`src/verilog/mem_sys_pkg.sv`:
```
// Address and data widths, cache and memory request structs, controller state enum
package mem_sys_pkg;

   // Widths with a meaning of their own
   typedef logic [15:0] addr_t;
   typedef logic [15:0] word_t;
   typedef logic [4:0]  tag_t;
   typedef logic [7:0]  index_t;
   // Byte offset in a line, bit 0 is always zero
   typedef logic [2:0]  offset_t;

   // Read data arrives this many cycles after the read is issued
   localparam int unsigned mem_read_latency = 2;

   // One access to a cache way
   typedef struct packed {
      logic    en;
      logic    comp;
      logic    write;
      tag_t    tag;
      index_t  index;
      offset_t offset;
      word_t   data;
      logic    valid_in;
   } cache_req_t;

   // What a way reports back for the current access
   typedef struct packed {
      logic  hit;
      logic  valid;
      logic  dirty;
      tag_t  tag;
      word_t data;
   } way_status_t;

   typedef struct packed {
      logic  rd;
      logic  wr;
      addr_t addr;
      word_t data;
   } mem_req_t;

   // Write-back and fill states are consecutive so the FSM can step by one
   typedef enum logic [3:0] {
      st_idle,
      st_compare,
      st_wb_0,
      st_wb_1,
      st_wb_2,
      st_wb_3,
      st_fill_req,
      st_fill_0,
      st_fill_1,
      st_fill_2,
      st_fill_3,
      st_final_cmp,
      st_done
   } ctrl_state_t;

endpackage

```
`src/verilog/cache_ctrl.sv`:
```
// Cache controller FSM with request registers, victim selection and processor outputs
module cache_ctrl
   import mem_sys_pkg::*;
(
   input  logic        clk,
   input  logic        rst_n,
   input  addr_t       addr,
   input  word_t       data_in,
   input  logic        rd,
   input  logic        wr,
   output cache_req_t  way0_req,
   output cache_req_t  way1_req,
   input  way_status_t way0_status,
   input  way_status_t way1_status,
   output mem_req_t    mem_req,
   input  word_t       mem_data,
   input  logic        mem_stall,
   output word_t       data_out,
   output logic        done,
   output logic        stall,
   output logic        cache_hit,
   output logic        err
);

   ctrl_state_t state_q;
   ctrl_state_t state_nxt;

   // Request registers
   addr_t addr_q;
   word_t data_q;
   logic  write_q;

   // Way status from the last compare access
   way_status_t stat0_q;
   way_status_t stat1_q;

   logic       way_sel_q;
   logic       victim_q;
   logic [1:0] fill_cnt_q;

   logic        req_ok;
   logic        any_hit;
   logic        vic_way;
   logic        vic_dirty;
   logic [1:0]  step;
   addr_t       cur_addr;
   word_t       cur_data;
   tag_t        sel_tag;
   way_status_t sel_status;
   cache_req_t  acc;
   logic        acc_both;

   assign err    = (rd & wr) | ((rd | wr) & addr[0]);
   assign req_ok = (rd | wr) & ~err;

   assign any_hit = stat0_q.hit | stat1_q.hit;
   // Invalid way first, way 0 before way 1, then the victim flop
   assign vic_way   = !stat0_q.valid ? 1'b0 : (!stat1_q.valid ? 1'b1 : victim_q);
   assign vic_dirty = vic_way ? stat1_q.dirty : stat0_q.dirty;

   assign sel_tag    = way_sel_q ? stat1_q.tag : stat0_q.tag;
   assign sel_status = way_sel_q ? way1_status : way0_status;

   // While idle the request has not been registered yet
   assign cur_addr = (state_q == st_idle) ? addr : addr_q;
   assign cur_data = (state_q == st_idle) ? data_in : data_q;

   // Word number handled by the current write-back or fill state
   always_comb begin
      case (state_q)
         st_wb_1, st_fill_1: step = 2'd1;
         st_wb_2, st_fill_2: step = 2'd2;
         st_wb_3, st_fill_3: step = 2'd3;
         default:            step = 2'd0;
      endcase
   end

   always_comb begin
      acc          = '0;
      acc.tag      = cur_addr[15:11];
      acc.index    = cur_addr[10:3];
      acc.offset   = cur_addr[2:0];
      acc.data     = cur_data;
      acc.valid_in = 1'b1;
      acc_both     = 1'b0;
      mem_req      = '0;
      state_nxt    = state_q;
      case (state_q)
         st_idle: begin
            if (req_ok) begin
               acc.en    = 1'b1;
               acc.comp  = 1'b1;
               acc.write = wr;
               acc_both  = 1'b1;
               state_nxt = st_compare;
            end
         end
         st_compare: begin
            if (any_hit) begin
               state_nxt = st_idle;
            end else if (vic_dirty) begin
               state_nxt = st_wb_0;
            end else begin
               state_nxt = st_fill_req;
            end
         end
         st_wb_0, st_wb_1, st_wb_2, st_wb_3: begin
            // Victim word goes straight to its bank
            acc.en       = 1'b1;
            acc.offset   = {step, 1'b0};
            mem_req.wr   = 1'b1;
            mem_req.addr = {sel_tag, addr_q[10:3], step, 1'b0};
            mem_req.data = sel_status.data;
            state_nxt    = ctrl_state_t'(state_q + 4'd1);
         end
         st_fill_req: begin
            // First reads, one per latency cycle
            mem_req.rd   = 1'b1;
            mem_req.addr = {addr_q[15:3], fill_cnt_q, 1'b0};
            if (fill_cnt_q == 2'(mem_read_latency - 1)) begin
               state_nxt = st_fill_0;
            end
         end
         st_fill_0, st_fill_1, st_fill_2, st_fill_3: begin
            // Word read mem_read_latency cycles ago arrives now
            acc.en     = 1'b1;
            acc.write  = 1'b1;
            acc.offset = {step, 1'b0};
            acc.data   = mem_data;
            if (int'(step) + mem_read_latency < 4) begin
               mem_req.rd   = 1'b1;
               mem_req.addr = {addr_q[15:3], 2'(step + mem_read_latency), 1'b0};
            end
            state_nxt = ctrl_state_t'(state_q + 4'd1);
         end
         st_final_cmp: begin
            acc.en    = 1'b1;
            acc.comp  = 1'b1;
            acc.write = write_q;
            acc_both  = 1'b1;
            state_nxt = st_done;
         end
         st_done: state_nxt = st_idle;
         default: state_nxt = st_idle;
      endcase
      // Busy bank holds the command and the state
      if (mem_stall && (mem_req.rd || mem_req.wr)) begin
         state_nxt = state_q;
      end
   end

   // Compare accesses go to both ways, line accesses to the chosen one
   always_comb begin
      way0_req    = acc;
      way1_req    = acc;
      way0_req.en = acc.en & (acc_both | ~way_sel_q);
      way1_req.en = acc.en & (acc_both | way_sel_q);
   end

   always_ff @(posedge clk) begin
      if (!rst_n) begin
         state_q    <= st_idle;
         way_sel_q  <= 1'b0;
         victim_q   <= 1'b0;
         fill_cnt_q <= 2'd0;
      end else begin
         state_q <= state_nxt;
         if (state_q == st_compare) begin
            way_sel_q <= vic_way;
         end
         if (done) begin
            victim_q <= ~victim_q;
         end
         if (state_q == st_fill_req && !mem_stall) begin
            if (fill_cnt_q == 2'(mem_read_latency - 1)) begin
               fill_cnt_q <= 2'd0;
            end else begin
               fill_cnt_q <= fill_cnt_q + 2'd1;
            end
         end
      end
   end

   always_ff @(posedge clk) begin
      if (state_q == st_idle && req_ok) begin
         addr_q  <= addr;
         data_q  <= data_in;
         write_q <= wr;
      end
      if (acc_both) begin
         stat0_q <= way0_status;
         stat1_q <= way1_status;
      end
   end

   assign done      = (state_q == st_compare && any_hit) || (state_q == st_done);
   assign cache_hit = (state_q == st_compare) && any_hit;
   // After a miss the final compare hits in the chosen way
   assign data_out  = stat1_q.hit ? stat1_q.data : stat0_q.data;
   assign stall     = (rd | wr) & ~done;

endmodule

```
`config.mk`:
```
export PLATFORM = sky130hd
export DESIGN_NAME = cache_ctrl
export DESIGN_NICKNAME = d
export VERILOG_FILES = /design/src/verilog/mem_sys_pkg.sv /design/src/verilog/cache_ctrl.sv
export SDC_FILE = /design/constraint.sdc
export NUM_CORES = 1
export LEC_CHECK = 0
export CELL_PAD_IN_SITES_DETAIL_PLACEMENT = 1
export CELL_PAD_IN_SITES_GLOBAL_PLACEMENT = 1
export CORE_AREA = 2 2 114 88
export DETAILED_ROUTE_END_ITERATION = 8
export DIE_AREA = 0 0 116 90
export DONT_BUFFER_PORTS = 1
export PLACE_DENSITY = 0.82
export SYNTH_ARGS = -nofsm -noshare
export SYNTH_HDL_FRONTEND = slang
export SYNTH_SLANG_ARGS = --single-unit
export TNS_END_PERCENT = 1
```
`constraint.sdc`:
```
create_clock -name clk -period 9.1 [get_ports clk]
set_clock_uncertainty 0.1 [all_clocks]
set_input_delay 0 -clock clk [delete_from_list [all_inputs] [get_ports clk]]
set_output_delay 0 -clock clk [all_outputs]
set_load 0.05 [all_outputs]
```
==> flow_summary.yaml <==
status:
  status: "completed"
hold_path:
  hp-class: "in -> reg"
  worstHoldStart: "wr"
  min_path_cells: 4
  min_to: "state_q[2]$_SDFFE_PN0P_"
drt:
  viasPerCell: 5.64
  vias: 3280
  first_pass_iters: 4
  drt-total-wl_um: 13700
  drt_iter0_markers: 155
  drc: 0
  drtAntennaViolNets: 0
  routedWlPerCell_um: 23.6
logic_synthesis:
  ys.flop_type: "edfxtp_1"
  synth_edf_count: 81
  yosysTopAreaCellShare: 0.525
  synth.area.top_cells: "edfxtp_1 53%, mux2i_1 9.1%, buf_4 7.0%"
  synth_warnings: 0
  ys_async_sr_fraction: 0
  ys_seq_elements: 89
  ys_types: 45
  yosysTopAreaCell: "edfxtp_1"
  syn_inst: 404
  ys_seq_area_frac: 0.560
  synth.cell_area_mm2: 0.00463
  avgSynthCellArea_um2: 11.5
clock_tree:
  clk_pin_slew_ns: 0.07
  htreeDepth: 3
  cts_root_buf: "clkbuf_16"
  clkSinkCount: 89
  clock_path_buffers: 2
  cts_tree: "yes"
  insertion_delay_ns: 0.34
  numCtsBuffers: 9
  ctsResizeCount: 0
run:
  max_cap_viol_count: 0
placement:
  hpwl_um: 8260
  numPortBuffers: 0
  dp_slack_ns: 5.59
  globalplace.congestion: 0.886
timing:
  min_period_ns: 3.99
  layout_setup_ws_ns: 5.11
  max-slew-margin-rel: 0.194
  setup_viol_count_final: 0
  fmax_mhz: 251
  setup_tns_ns: 0
  period_share: 0.439
  rsz0062_at_grt: "no"
  tightestPinTransition_ns: 1.18
  hold_viol: 0
  maxSlewViolCount: 0
setup_path:
  crit_chain: "inv_1 > ha_1 > o31ai_1 > mux2i_4 > nand2_1 > nand2_1 > o2bb2ai_1"
  cp-end-kind: "output port"
  critPathLaunch: "state_q[0]$_SDFFE_PN0P_"
  reg2reg_to: "stat0_q[7]$_DFFE_PP_"
  rrSetupSlack_ns: 5.94
  worstSetupPathType: "reg -> out"
  critPathRequiredTime_ns: 9.00
  ff2ff_path_depth: 7
  crit_top_cell: "nand2_1"
  critPathLaunchType: "flop"
  cp_max_fo: 34
  slowest_stage: "mux2i_4"
  arrival_ns: 3.89
  cp_slowest_stage_delay_ns: 0.94
  worstReg2RegStart: "state_q[0]$_SDFFE_PN0P_"
floorplan:
  die_h_um: 90
  boundaryPins: 227
  initial_core_util: 0.493
  fp.dieW_um: 116
  die-area_mm2: 0.0104
  core_area_mm2: 0.00939
  rows: 31
layout:
  fillers: 955
  final_nets: 550
  layout-drive-gt1-share: 0.156
  synthToLayoutAreaGrowth_pct: 23.0
  final_core_util: 0.607
  diodes: 0
global_route:
  grt_pass1_wl_um: 21100
  antenna_found_initial: 0
  use_met2: 0.487
  met3_usage: 0.0674
  grt_pass1_vias: 3697
  grt_usage: 0.269
  grt_max_degree: 51
  grt_overflow: 0
  grt_busiest_layer: "met2"
  use_met1: 0.306
[worst max-delay path by stage]
stage | to | slack, ns | depth (start not counted)
2_1_floorplan | stat0_q[0]$_DFFE_PP_ | 3.84 | 7
3_3_place_gp | mem_req[29] | 5.78 | 7
3_5_place_dp | mem_req[29] | 5.59 | 7
4_1_cts | mem_req[29] | 5.21 | 7
5_1_grt | mem_req[29] | 4.88 | 7
6_report | mem_req[28] | 5.11 | 7
[flip-flops by register name (all words and copies together) (netlist names)]
register    flops
stat1_q        24
way_sel_q       1
write_q         1
stat0_q        24
fill_cnt_q      2
addr_q         16
data_q         16
victim_q        1
state_q         4
[layout by cell type (no fill, tap or decap), drive strengths merged, types with 2 or more instances in the layout]
cell	n
nor3	3
nor2b	9
o211ai	3
o221a	2
conb	3
dlygate4sd3	84
o21ai	27
clkbuf	9
nand2b	3
dfxtp	8
mux2i	42
ha	4
o2bb2ai	5
nand2	68
inv	13
a21oi	9
buf	4
mux2	16
o22ai	3
and2	4
nand3	3
nor2	27
xor2	2
edfxtp	81
[area by class of cell]
cell class                 count  area [um^2]  area share
multi-input combinational    249         1730       0.303
tap                          132          165      0.0290
inverter                       8         30.0     0.00527
clock inverter                 7         83.8      0.0147
sequential                    89         2590       0.455
timing repair buffer          88          871       0.153
clock buffer                   9          225      0.0395
[routing by layer]
layer / vias to the layer above / wire, um
li1: 1477 / -
met1: 1654 / 5100
met2: 126 / 7530
met3: 23 / 784
met4: 0 / 314
met5: - / 0
[worst max-delay path, delay by kind of cell, from the launching register on]
family / cells / cell delay, ns
buf+inv: 1 / 0.13
fa+ha+maj: 1 / 0.43
compound gates: 2 / 0.74
flops: 1 / 0.35
simple gates: 2 / 0.97
mux: 1 / 0.94
[cells in the mapped netlist (4+ instances only)]
master / n
a21oi_1: 9
and2_1: 4
buf_2: 8
buf_4: 43
clkbuf_1: 7
dfxtp_1: 8
edfxtp_1: 81
ha_1: 4
inv_1: 8
mux2_2: 16
mux2i_1: 42
nand2_1: 68
nor2_1: 25
nor2b_1: 9
o21ai_0: 24
o2bb2ai_1: 5
[stage by stage]
stage	instance area [um^2]	cells	hold WS (ns)
after global routing	5700	582	0.0759
after global placement	4550	482	-0.00107
after CTS	5700	582	0.0352
final	5700	582	0.0418
after floorplan	4640	405	-0.00113
after detailed placement	4550	482	-0.00108
[cells by family after synthesis]
kind of cell	after synthesis	share of synthesized area
DFF	89	0.560
other	2	0.00162
adders and majority gates	5	0.0130
buffers and inverters	67	0.0913
and+or+nand+nor	121	0.116
muxes	58	0.130
AOI/OAI and AO/OA	59	0.0829
xor gates and xnor gates	3	0.00567
[what timing repair did]
| item | CTS | global route |
|---|---|---|
| setup endpoints to repair | 0 | 0 |
| hold buffers | 84 | 0 |
| hold endpoints to repair | 89 | 0 |
| buffers inserted | 0 | 0 |
Power is not shown: default switching activity piles up to over one toggle a cycle in this logic, so the estimate is an artifact.
